### src/hw/ex_pkg.sv
`default_nettype none

package ex_pkg;

    parameter int XLEN = 32;

    typedef logic [XLEN-1:0] word_t;
    typedef logic [4:0]      reg_addr_t;

    // major opcodes
    parameter logic [6:0] OP_IMM    = 7'b0010011;
    parameter logic [6:0] OP_REG    = 7'b0110011;
    parameter logic [6:0] OP_LOAD   = 7'b0000011;
    parameter logic [6:0] OP_STORE  = 7'b0100011;
    parameter logic [6:0] OP_BRANCH = 7'b1100011;
    parameter logic [6:0] OP_JAL    = 7'b1101111;
    parameter logic [6:0] OP_JALR   = 7'b1100111;
    parameter logic [6:0] OP_LUI    = 7'b0110111;
    parameter logic [6:0] OP_AUIPC  = 7'b0010111;

    // funct3 of integer ops
    parameter logic [2:0] F3_ADD_SUB = 3'b000;
    parameter logic [2:0] F3_SLL     = 3'b001;
    parameter logic [2:0] F3_SLT     = 3'b010;
    parameter logic [2:0] F3_SLTU    = 3'b011;
    parameter logic [2:0] F3_XOR     = 3'b100;
    parameter logic [2:0] F3_SR      = 3'b101;
    parameter logic [2:0] F3_OR      = 3'b110;
    parameter logic [2:0] F3_AND     = 3'b111;

    // funct3 of branches, 2 and 3 unused
    parameter logic [2:0] F3_BEQ  = 3'b000;
    parameter logic [2:0] F3_BNE  = 3'b001;
    parameter logic [2:0] F3_BLT  = 3'b100;
    parameter logic [2:0] F3_BGE  = 3'b101;
    parameter logic [2:0] F3_BLTU = 3'b110;
    parameter logic [2:0] F3_BGEU = 3'b111;

    typedef struct packed {
        logic [6:0] funct7;
        reg_addr_t  rs2;
        reg_addr_t  rs1;
        logic [2:0] funct3;
        reg_addr_t  rd;
        logic [6:0] opcode;
    } r_fmt_t;

    typedef struct packed {
        logic [11:0] imm;
        reg_addr_t   rs1;
        logic [2:0]  funct3;
        reg_addr_t   rd;
        logic [6:0]  opcode;
    } i_fmt_t;

    typedef struct packed {
        logic [6:0] imm_hi;
        reg_addr_t  rs2;
        reg_addr_t  rs1;
        logic [2:0] funct3;
        logic [4:0] imm_lo;
        logic [6:0] opcode;
    } s_fmt_t;

    typedef struct packed {
        logic       imm_12;
        logic [5:0] imm_10_5;
        reg_addr_t  rs2;
        reg_addr_t  rs1;
        logic [2:0] funct3;
        logic [3:0] imm_4_1;
        logic       imm_11;
        logic [6:0] opcode;
    } b_fmt_t;

    typedef struct packed {
        logic [19:0] imm;   // bits 31:12 of the value
        reg_addr_t   rd;
        logic [6:0]  opcode;
    } u_fmt_t;

    typedef struct packed {
        logic       imm_20;
        logic [9:0] imm_10_1;
        logic       imm_11;
        logic [7:0] imm_19_12;
        reg_addr_t  rd;
        logic [6:0] opcode;
    } j_fmt_t;

    typedef union packed {
        r_fmt_t r_fmt;
        i_fmt_t i_fmt;
        s_fmt_t s_fmt;
        b_fmt_t b_fmt;
        u_fmt_t u_fmt;
        j_fmt_t j_fmt;
    } rv_inst_u;

    typedef enum logic [3:0] {
        ALU_ADD, ALU_SUB, ALU_SLL, ALU_SLT, ALU_SLTU,
        ALU_XOR, ALU_SRL, ALU_SRA, ALU_OR, ALU_AND
    } alu_op_e;

    typedef enum logic [2:0] {
        BR_NONE, BR_EQ, BR_NE, BR_LT, BR_GE, BR_LTU, BR_GEU, BR_ALWAYS
    } br_kind_e;

    typedef struct packed {
        alu_op_e   alu_op;
        word_t     op_a;
        word_t     op_b;
        br_kind_e  br_kind;
        word_t     jump_base;
        word_t     jump_offset;
        logic      reg_w_ena;
        logic      mem_r_ena;
        logic      mem_w_ena;
        reg_addr_t rd;
    } ex_ctrl_t;

    typedef struct packed {
        logic      valid;
        logic      reg_w_ena;
        reg_addr_t rd;
        word_t     reg_w_data;
        logic      mem_r_ena;
        logic      mem_w_ena;
        word_t     mem_addr;
        word_t     mem_w_data;
    } ex_result_t;

    typedef struct packed {
        logic  jump_flag;
        word_t jump_addr;
    } ex_jump_t;

endpackage

`default_nettype wire

### src/hw/ex_decode.sv
`timescale 1ns/1ps
`default_nettype none

module ex_decode (
    input  ex_pkg::rv_inst_u inst_i,
    input  ex_pkg::word_t    pc_i,
    input  ex_pkg::word_t    rs1_data_i,
    input  ex_pkg::word_t    rs2_data_i,
    output ex_pkg::ex_ctrl_t ctrl_o
);

    logic [6:0]      opcode;
    logic [2:0]      funct3;
    logic            alt;   // inst bit 30
    ex_pkg::word_t   imm_i;
    ex_pkg::word_t   imm_s;
    ex_pkg::word_t   imm_b;
    ex_pkg::word_t   imm_j;
    ex_pkg::word_t   imm_u;
    ex_pkg::alu_op_e arith_op;

    assign opcode = inst_i.r_fmt.opcode;
    assign funct3 = inst_i.r_fmt.funct3;
    assign alt    = inst_i.r_fmt.funct7[5];

    assign imm_i = {{20{inst_i.i_fmt.imm[11]}}, inst_i.i_fmt.imm};
    assign imm_s = {{20{inst_i.s_fmt.imm_hi[6]}}, inst_i.s_fmt.imm_hi, inst_i.s_fmt.imm_lo};
    assign imm_b = {{20{inst_i.b_fmt.imm_12}}, inst_i.b_fmt.imm_11,
                    inst_i.b_fmt.imm_10_5, inst_i.b_fmt.imm_4_1, 1'b0};
    assign imm_j = {{12{inst_i.j_fmt.imm_20}}, inst_i.j_fmt.imm_19_12,
                    inst_i.j_fmt.imm_11, inst_i.j_fmt.imm_10_1, 1'b0};
    assign imm_u = {inst_i.u_fmt.imm, 12'b0};

    // op-imm and op share this map
    always_comb begin
        case (funct3)
            ex_pkg::F3_ADD_SUB: begin
                // bit 30 is an immediate bit in addi
                if (alt && opcode == ex_pkg::OP_REG) begin
                    arith_op = ex_pkg::ALU_SUB;
                end else begin
                    arith_op = ex_pkg::ALU_ADD;
                end
            end
            ex_pkg::F3_SLL:  arith_op = ex_pkg::ALU_SLL;
            ex_pkg::F3_SLT:  arith_op = ex_pkg::ALU_SLT;
            ex_pkg::F3_SLTU: arith_op = ex_pkg::ALU_SLTU;
            ex_pkg::F3_XOR:  arith_op = ex_pkg::ALU_XOR;
            ex_pkg::F3_SR:   arith_op = alt ? ex_pkg::ALU_SRA : ex_pkg::ALU_SRL;
            ex_pkg::F3_OR:   arith_op = ex_pkg::ALU_OR;
            default:         arith_op = ex_pkg::ALU_AND;
        endcase
    end

    always_comb begin
        ctrl_o = '0;   // alu_op ALU_ADD, br_kind BR_NONE
        case (opcode)
            ex_pkg::OP_IMM, ex_pkg::OP_REG: begin
                ctrl_o.alu_op    = arith_op;
                ctrl_o.op_a      = rs1_data_i;
                ctrl_o.op_b      = (opcode == ex_pkg::OP_REG) ? rs2_data_i : imm_i;
                ctrl_o.reg_w_ena = 1'b1;
                ctrl_o.rd        = inst_i.r_fmt.rd;
            end
            ex_pkg::OP_LOAD: begin
                ctrl_o.op_a      = rs1_data_i;
                ctrl_o.op_b      = imm_i;
                ctrl_o.mem_r_ena = 1'b1;
                ctrl_o.reg_w_ena = 1'b1;
                ctrl_o.rd        = inst_i.i_fmt.rd;
            end
            ex_pkg::OP_STORE: begin
                ctrl_o.op_a      = rs1_data_i;
                ctrl_o.op_b      = imm_s;
                ctrl_o.mem_w_ena = 1'b1;
            end
            ex_pkg::OP_BRANCH: begin
                ctrl_o.jump_base   = pc_i;
                ctrl_o.jump_offset = imm_b;
                case (funct3)
                    ex_pkg::F3_BEQ:  ctrl_o.br_kind = ex_pkg::BR_EQ;
                    ex_pkg::F3_BNE:  ctrl_o.br_kind = ex_pkg::BR_NE;
                    ex_pkg::F3_BLT:  ctrl_o.br_kind = ex_pkg::BR_LT;
                    ex_pkg::F3_BGE:  ctrl_o.br_kind = ex_pkg::BR_GE;
                    ex_pkg::F3_BLTU: ctrl_o.br_kind = ex_pkg::BR_LTU;
                    ex_pkg::F3_BGEU: ctrl_o.br_kind = ex_pkg::BR_GEU;
                    default:         ctrl_o.br_kind = ex_pkg::BR_NONE;
                endcase
            end
            ex_pkg::OP_JAL, ex_pkg::OP_JALR: begin
                ctrl_o.op_a        = pc_i;   // link value pc + 4
                ctrl_o.op_b        = 32'd4;
                ctrl_o.br_kind     = ex_pkg::BR_ALWAYS;
                ctrl_o.jump_base   = (opcode == ex_pkg::OP_JAL) ? pc_i : rs1_data_i;
                ctrl_o.jump_offset = (opcode == ex_pkg::OP_JAL) ? imm_j : imm_i;
                ctrl_o.reg_w_ena   = 1'b1;
                ctrl_o.rd          = inst_i.j_fmt.rd;
            end
            ex_pkg::OP_LUI: begin
                ctrl_o.op_a      = imm_u;
                ctrl_o.reg_w_ena = 1'b1;
                ctrl_o.rd        = inst_i.u_fmt.rd;
            end
            ex_pkg::OP_AUIPC: begin
                ctrl_o.op_a      = pc_i;
                ctrl_o.op_b      = imm_u;
                ctrl_o.reg_w_ena = 1'b1;
                ctrl_o.rd        = inst_i.u_fmt.rd;
            end
            default: begin
                ctrl_o = '0;   // unknown opcode does nothing
            end
        endcase
    end

endmodule

`default_nettype wire

### src/hw/ex_alu.sv
`timescale 1ns/1ps
`default_nettype none

module ex_alu (
    input  ex_pkg::ex_ctrl_t ctrl_i,
    output ex_pkg::word_t    result_o
);

    logic [4:0]    shamt;
    ex_pkg::word_t sra_res;
    logic          lt_signed;
    logic          lt_unsigned;

    assign shamt       = ctrl_i.op_b[4:0];
    assign sra_res     = $signed(ctrl_i.op_a) >>> shamt;   // kept apart to stay signed
    assign lt_signed   = $signed(ctrl_i.op_a) < $signed(ctrl_i.op_b);
    assign lt_unsigned = ctrl_i.op_a < ctrl_i.op_b;

    always_comb begin
        case (ctrl_i.alu_op)
            ex_pkg::ALU_ADD:  result_o = ctrl_i.op_a + ctrl_i.op_b;
            ex_pkg::ALU_SUB:  result_o = ctrl_i.op_a - ctrl_i.op_b;
            ex_pkg::ALU_SLL:  result_o = ctrl_i.op_a << shamt;
            ex_pkg::ALU_SLT:  result_o = {31'b0, lt_signed};
            ex_pkg::ALU_SLTU: result_o = {31'b0, lt_unsigned};
            ex_pkg::ALU_XOR:  result_o = ctrl_i.op_a ^ ctrl_i.op_b;
            ex_pkg::ALU_SRL:  result_o = ctrl_i.op_a >> shamt;
            ex_pkg::ALU_SRA:  result_o = sra_res;
            ex_pkg::ALU_OR:   result_o = ctrl_i.op_a | ctrl_i.op_b;
            ex_pkg::ALU_AND:  result_o = ctrl_i.op_a & ctrl_i.op_b;
            default:          result_o = '0;
        endcase
    end

endmodule

`default_nettype wire

### src/hw/ex_branch.sv
`timescale 1ns/1ps
`default_nettype none

module ex_branch (
    input  ex_pkg::ex_ctrl_t ctrl_i,
    input  ex_pkg::word_t    rs1_data_i,
    input  ex_pkg::word_t    rs2_data_i,
    output logic             taken_o,
    output ex_pkg::word_t    target_o
);

    logic equal;
    logic lt_signed;
    logic lt_unsigned;

    assign equal       = rs1_data_i == rs2_data_i;
    assign lt_signed   = $signed(rs1_data_i) < $signed(rs2_data_i);
    assign lt_unsigned = rs1_data_i < rs2_data_i;

    // jalr target keeps bit 0
    assign target_o = ctrl_i.jump_base + ctrl_i.jump_offset;

    always_comb begin
        case (ctrl_i.br_kind)
            ex_pkg::BR_EQ:     taken_o = equal;
            ex_pkg::BR_NE:     taken_o = !equal;
            ex_pkg::BR_LT:     taken_o = lt_signed;
            ex_pkg::BR_GE:     taken_o = !lt_signed;
            ex_pkg::BR_LTU:    taken_o = lt_unsigned;
            ex_pkg::BR_GEU:    taken_o = !lt_unsigned;
            ex_pkg::BR_ALWAYS: taken_o = 1'b1;
            default:           taken_o = 1'b0;   // BR_NONE
        endcase
    end

endmodule

`default_nettype wire

### src/hw/ex_out_reg.sv
`timescale 1ns/1ps
`default_nettype none

module ex_out_reg (
    input  logic               clk,
    input  logic               reset_i,
    input  logic               valid_i,
    input  ex_pkg::ex_ctrl_t   ctrl_i,
    input  ex_pkg::word_t      rs2_data_i,
    input  ex_pkg::word_t      alu_result_i,
    input  logic               taken_i,
    input  ex_pkg::word_t      target_i,
    output ex_pkg::ex_result_t result_o,
    output ex_pkg::ex_jump_t   jump_o
);

    ex_pkg::ex_result_t result_next;
    ex_pkg::ex_jump_t   jump_next;
    logic               mem_access;

    assign mem_access = ctrl_i.mem_r_ena || ctrl_i.mem_w_ena;

    always_comb begin
        result_next.valid      = 1'b1;
        result_next.reg_w_ena  = ctrl_i.reg_w_ena;
        result_next.rd         = ctrl_i.rd;
        // load data arrives in the memory stage
        result_next.reg_w_data = (ctrl_i.reg_w_ena && !ctrl_i.mem_r_ena) ? alu_result_i : '0;
        result_next.mem_r_ena  = ctrl_i.mem_r_ena;
        result_next.mem_w_ena  = ctrl_i.mem_w_ena;
        result_next.mem_addr   = mem_access ? alu_result_i : '0;
        result_next.mem_w_data = ctrl_i.mem_w_ena ? rs2_data_i : '0;

        jump_next.jump_flag = taken_i;
        jump_next.jump_addr = taken_i ? target_i : '0;
    end

    always_ff @(posedge clk) begin
        if (reset_i) begin
            result_o <= '0;
            jump_o   <= '0;
        end else if (valid_i) begin
            result_o <= result_next;
            jump_o   <= jump_next;
        end else begin
            result_o <= '0;   // bubble
            jump_o   <= '0;
        end
    end

endmodule

`default_nettype wire

### src/hw/ex_stage.sv
`timescale 1ns/1ps
`default_nettype none

module ex_stage (
    input  logic               clk,
    input  logic               reset_i,
    input  logic               valid_i,
    input  ex_pkg::rv_inst_u   inst_i,
    input  ex_pkg::word_t      pc_i,
    input  ex_pkg::word_t      rs1_data_i,
    input  ex_pkg::word_t      rs2_data_i,
    output ex_pkg::ex_result_t result_o,
    output ex_pkg::ex_jump_t   jump_o
);

    ex_pkg::ex_ctrl_t ctrl;
    ex_pkg::word_t    alu_result;
    logic             taken;
    ex_pkg::word_t    target;

    ex_decode decode_inst (
        .inst_i     (inst_i),
        .pc_i       (pc_i),
        .rs1_data_i (rs1_data_i),
        .rs2_data_i (rs2_data_i),
        .ctrl_o     (ctrl)
    );

    ex_alu alu_inst (
        .ctrl_i   (ctrl),
        .result_o (alu_result)
    );

    ex_branch branch_inst (
        .ctrl_i     (ctrl),
        .rs1_data_i (rs1_data_i),
        .rs2_data_i (rs2_data_i),
        .taken_o    (taken),
        .target_o   (target)
    );

    // only state in the stage
    ex_out_reg out_reg_inst (
        .clk          (clk),
        .reset_i      (reset_i),
        .valid_i      (valid_i),
        .ctrl_i       (ctrl),
        .rs2_data_i   (rs2_data_i),
        .alu_result_i (alu_result),
        .taken_i      (taken),
        .target_i     (target),
        .result_o     (result_o),
        .jump_o       (jump_o)
    );

endmodule

`default_nettype wire

### config.mk
export PLATFORM = sky130hd
export DESIGN_NAME = ex_stage
export DESIGN_NICKNAME = d
export VERILOG_FILES = /design/src/hw/ex_pkg.sv /design/src/hw/ex_decode.sv /design/src/hw/ex_alu.sv /design/src/hw/ex_branch.sv /design/src/hw/ex_out_reg.sv /design/src/hw/ex_stage.sv
export SDC_FILE = /design/constraint.sdc
export NUM_CORES = 1
export LEC_CHECK = 0
export ABC_AREA = 1
export BUFFER_PORTS_ARGS = -buffer_cell sky130_fd_sc_hd__buf_2
export CORE_AREA = 2 2 192 194
export CTS_CLUSTER_SIZE = 12
export DETAILED_ROUTE_END_ITERATION = 10
export DIE_AREA = 0 0 194 196
export PLACE_DENSITY = 0.76
export REMOVE_ABC_BUFFERS = 1
export SLEW_MARGIN = 5
export SYNTH_ARGS = -nofsm -noshare
export SYNTH_HDL_FRONTEND = slang
export SYNTH_SLANG_ARGS = --single-unit
### constraint.sdc
create_clock -name clk -period 4.6 [get_ports clk]
set_input_delay 0.46 -clock clk [delete_from_list [all_inputs] [get_ports clk]]
set_output_delay 0.46 -clock clk [all_outputs]
set_load 0.05 [all_outputs]
## Word level (Yosys, flattened, before mapping)

Index checks and enable logic that the tools add are counted.

| storage, ports and cells | value |
|---|---|
| register bits | 138 |
| bits in read-only memories | 0 |
| RAM bits | 0 |
| bits of input ports | 131 |
| output and inout bits | 138 |
| memories | 0 |
| word-level logic and storage cells | 103 |
| bits in latches | 0 |

| cells by class | value |
|---|---|
| shifts and indexed selects | 3 |
| bitwise logic cells | 9 |
| order comparisons | 4 |
| reduce and logical (&&, ||, !) cells | 20 |
| $add $sub $neg | 3 |
| div/mod/pow operators | 0 |
| mux-type cells | 21 |
| eq/ne operators | 33 |
| multiply operators | 0 |

Operator list:

| cell | count |
|---|---|
| 32-bit one-hot mux with 10 select lines | 1 |
| 32-bit 2-to-1 mux | 5 |
| 32-bit one-hot mux with 5 select lines | 1 |
| 67-bit one-hot mux with 2 select lines | 1 |
| 32-bit < comparator | 4 |
| 105-bit 2-to-1 mux | 1 |
| 32-bit one-hot mux with 3 select lines | 1 |
| 32-bit adder | 2 |
| 32-bit bitwise AND | 1 |
| 32-bit == test | 1 |
| 32-bit OR | 1 |
| 32-bit by 5-bit left shift with 32-bit output | 1 |
| 32-bit by 5-bit right shift with 32-bit output | 1 |
| 32-bit by 5-bit >>> shifter with 32-bit output | 1 |
| 32-bit subtractor | 1 |
| 32-bit bitwise XOR | 1 |
| 4-bit one-hot mux with 7 select lines | 1 |
| 3-bit == test (second input constant) | 8 |
| 7-bit by 6-bit == test with 1-bit output (second input constant) | 3 |
| 7-bit == test (second input constant) | 3 |
| 20-bit 2-to-1 mux | 1 |
| 3-bit one-hot mux with 6 select lines | 1 |
| 3-bit OR reduction | 6 |
| 4-bit by 3-bit == test with 1-bit output (second input constant) | 4 |
| other kinds (20) | 42 |

## Depth between registers and ports, before layout

| logic depth | value |
|---|---|
| depth in word-level cells | 9 |
| depth in mapped cells | 28 |
| mapped depth without buffers | 26 |

## Modules after synthesis

Synthesis repeated with hierarchy kept, for this count alone.

| second synthesis, totals | value |
|---|---|
| cell total of the unflattened synthesis | 3557 |
| area, all modules | 19349.8 um^2 |

Modules (own cells, without submodules):

| module | area each (um^2) | seq. area each (um^2) | cells an instance | times used |
|---|---|---|---|---|
| ex_alu | 9993.3 | 0.0 | 2079 | 1 |
| ex_out_reg | 3910.0 | 2762.6 | 403 | 1 |
| ex_branch | 2825.2 | 0.0 | 484 | 1 |
| ex_decode | 2621.3 | 0.0 | 591 | 1 |

## Worst setup path after synthesis

OpenSTA, ideal clock, no wires.

| path | value |
|---|---|
| path type | input to register |
| from | in inst_i[5] (netlist name) |
| to | reg out_reg_inst.result_o[88] (netlist name) |
| arrival | 3.652 ns |
| buffers on the path | 5 |
| cell stages on the path | 22 |
| setup slack | 0.821 ns |
| cell sequence | buf_4 -> buf_6 -> nor2_1 -> nand2_1 -> clkbuf_1 -> inv_1 -> clkbuf_1 -> a221oi_1 -> ha_1 -> clkbuf_1 -> inv_1 -> nand2_1 -> nor2_1 -> nand3_1 -> o21ai_0 -> a21boi_0 -> o21ai_0 -> nand2_1 -> nand2_1 -> nand2_1 -> nor2_1 -> nor2_1 |

| between the ends | value |
|---|---|
| word-level cells in the longest chain between the ends | 7 |
| elaborated cells between the ends (all ways) | 45 |
| those cells by class | 2 x add/sub; 17 x eq/ne; 3 x shift; 9 x mux; 4 x bitwise; 10 x reduce/logical |

Ends and longest elaborated chain:

| item | line | RTL |
|---|---|---|
| start: declaration | ex_stage.sv:8 | `input ex_pkg::rv_inst_u inst_i,` |
| branches (longest 7 deep; another with 32-bit subtractor) | -- |  |

Parallel ways; which one is timed is not known.
A chain may end at the register's enable or synchronous reset.

## Worst setup path in the final report

| path | value |
|---|---|
| from | in inst_i[1] (netlist name) |
| to | reg out_reg_inst.result_o[83] (netlist name) |

| between the ends | value |
|---|---|
| word-level cells in the longest chain between the ends | 7 |
| elaborated cells between the ends (all ways) | 45 |
| those cells by class | 2 x add/sub; 17 x eq/ne; 3 x shift; 9 x mux; 4 x bitwise; 10 x reduce/logical |

Ends and longest elaborated chain:

| item |
|---|
| branches (longest 7 deep; another with 32-bit subtractor) |

Parallel ways; which one is timed is not known.

==> results.tsv <==
stage	metric	value	unit
route	number of nets with antenna violations after detailed routing	0	
route	Wirelength per Cell	21.74	microns
route	Iter 0 DRT Violations	3555	
floorplan	Core Area	36080	sq um
worst_hold_path	Worst Hold Class	input port to flip-flop	
global_routing	global-route wire length before repair	126.1	mm
route	highest metal used	met4	
placement	hpwl dp	68.94	mm
timing	Fin Hold WS	265.5	ps
floorplan	Cell Rows	70	
clocking	TritonCTS Sinks	138	
floorplan	Die X	194	microns
floorplan	die height	196	microns
setup_path	crit path max fanout	8	
yosys	Cell variety after synth	52	
layout	Area Overhead vs Synth	15.74	%
yosys	synth warn	0	
placement	setup slack after placement	18.56	ps
timing	Max Fclk	231.2	MHz
layout	Reg area	2763	sq um
timing	setup ws final	275.6	ps
yosys	Mapped Area	17840	sq um
clocking	clk buf depth	2	
timing	Worst Max-Slew Pin Slew	1017	ps
yosys	async set-reset flop share out of synthesis	0	%
layout	layout cells sized above 1	14.42	%
placement	Final GP Congestion	1.118	
clocking	CTS tree	built	
route	metal3 WL	11.75	mm
timing	RSZ-0062 raised after global routing	no	
global_routing	GRT overflow	0	
yosys	Synth area leaders	nand2_1, dfxtp_1, nand3_1	
global_routing	largest net degree at the start of global routing	69	
layout	# fillers	3820	
layout	final net count	3699	
yosys	number of synthesized flops with an enable pin	0	
power	Pleak	11.48	nW
placement	post-placement cell count	3850	
timing	Setup Viol. Count Final	0	
clocking	total CTS buffers	17	
route	routed via count	23510	
layout	fin area	20650	sq um
yosys	number of synthesized register bits	138	
job	max cap viols	0	
timing	Final Cycle Share	94.01	%
global_routing	initial antenna violation count	2	
yosys	Main synth FF type	dfxtp_1	
setup_path	Worst EP required	4900	ps
timing	Max-slew headroom	31.82	%
route	metal2 WL	34.06	mm
clocking	CTS clk-pin slew, worst paths	70	ps
route	metal1 wirelength	32.76	mm
floorplan	num ports	269	
clocking	Post CTS Setup Buffer Count	0	
layout	Final Util	57.22	%
run_status	status	finished clean	
layout	commonest non-fill, non-tap cell in the layout	nand2_1	
timing	Final Critical Period	4324	ps
power	pwr dens	175.9	nW/um^2
placement	Post-Place Cell Area	20030	sq um
yosys	Yosys top cell by area	nand2_1	
layout	area occupied by multi-input gates	13040	sq um
setup_path	Setup CP Type	input port to flip-flop	
setup_path	type of origin of the critical path	input port	
route	final wirelength	84.43	mm
route	vias per cell	6.055	
layout	most frequent cells in the layout	nand2_1, nand3_1, nor2_1	
setup_path	CP arrival	4620	ps
global_routing	Total Routing Usage GR	43.13	%
timing	final hold violations	0	
yosys	Seq/Total Area, Yosys	15.49	%
power	Worst IR Drop VDD	301.6	uV
yosys	share of the synthesized area in the top cell type	15.76	%
layout	Non-Filler Instances	3883	
setup_path	Crit. End Element	flip-flop	
floorplan	Die ar.	38020	sq um
timing	Slew Limit Fails	0	
clocking	root buffer cell	clkbuf_16	
placement	Buffers on Ports	268	
route	1st-pass router iterations	7	
yosys	Post-Syn Area per Cell	5.694	sq um
global_routing	number of global-route vias before repair	21280	
route	Residual DRC	0	
floorplan	Starting Density	49.43	%
yosys	Cells after Synth	3133	
clocking	CTS H-tree lvls	4	
critical path, cell delays in order:
cell and delay, ps:
buf_2 70, nand2_1 190, inv_2 150, nand2_2 110, nor2_1 260, nor2_1 110, inv_1 130, buf_4 150
o21ai_0 90, a221oi_1 430, ha_1 440, nor2_1 270, nand3_1 220, nor2_1 230, nand4_1 130, nand3_1 140
xor2_1 160, nor2_1 50, nor3_1 340, buf_4 210, nand2_1 60, nor2_1 150, nor2_1 60
synth_stat cells (all sizes together) (7+ instances only):
cell,n
a21o,11
a21oi,233
a221oi,14
a22oi,7
a31oi,8
buf,78
clkbuf,61
dfxtp,138
ha,164
inv,371
nand2,758
nand3,486
nand4,29
nor2,376
nor3,47
o211ai,19
o21ai,205
o221ai,8
o22ai,32
or2,10
xnor2,7
xor2,29
sequential cells by signal (all words and copies together), names as in the netlist:
| name | count |
|---|---|
| out_reg_inst.jump_o | 33 |
| out_reg_inst.result_o | 105 |
per-layer routing:
layer / vias up / track usage (%)
li1: 10888 / -
met1: 10542 / 56.59
met2: 1735 / 63.07
met3: 345 / 11.93
met4: 0 / 25.34
met5: - / 0
path summary, 6_finish.rpt:
check       from                          to  slack [ps]  cells after the start
max    inst_i[1]   out_reg_inst.result_o[83]         280                     23
min      reset_i  out_reg_inst.result_o[104]         270                      2
logic make-up (layout without fill, tap and decap cells):
kind of cell | Yosys count | in the layout | synth area share [%]
xor gates and xnor gates | 36 | 36 | 1.768
and+or+nand+nor | 1718 | 1718 | 41.81
adders and majority gates | 167 | 167 | 11.84
buffers and inverters | 511 | 791 | 11.62
other | 0 | 2 | 0
AOI/OAI and AO/OA | 563 | 563 | 17.47
DFF | 138 | 138 | 15.49
timing repair:
action,4_1_cts,5_1_grt
setup endpoints to repair,0,2
hold buffers,0,0
resized for setup,0,1
power breakdown:
group	leakage (nW)	internal, mW	switching, mW	total, mW
clock	0.290	0.881	0.587	1.47
sequential	1.11	1.20	0.000434	1.20
combinational	10.1	0.288	0.678	0.966
stage by stage:
| step | power, mW | TNS (ps) |
|---|---|---|
| global placement | 2.138 | 0 |
| detailed placement | 2.137 | 0 |
| global route | 3.769 | 0 |
| CTS | 3.588 | 0 |
| finish | 3.631 | 0 |
| floorplan | 1.761 | -30830 |
area by class of cell:
type | instances | share of cell area [%]
tap | 468 | 2.836
antenna | 2 | 0.02424
inverter | 372 | 6.763
clock buffer | 21 | 2.230
sequential | 138 | 13.38
timing repair buffer | 388 | 10.92
clock inverter | 10 | 0.6848
multi-input combinational | 2484 | 63.16
Note: power is estimated with default switching activity, not from simulation.
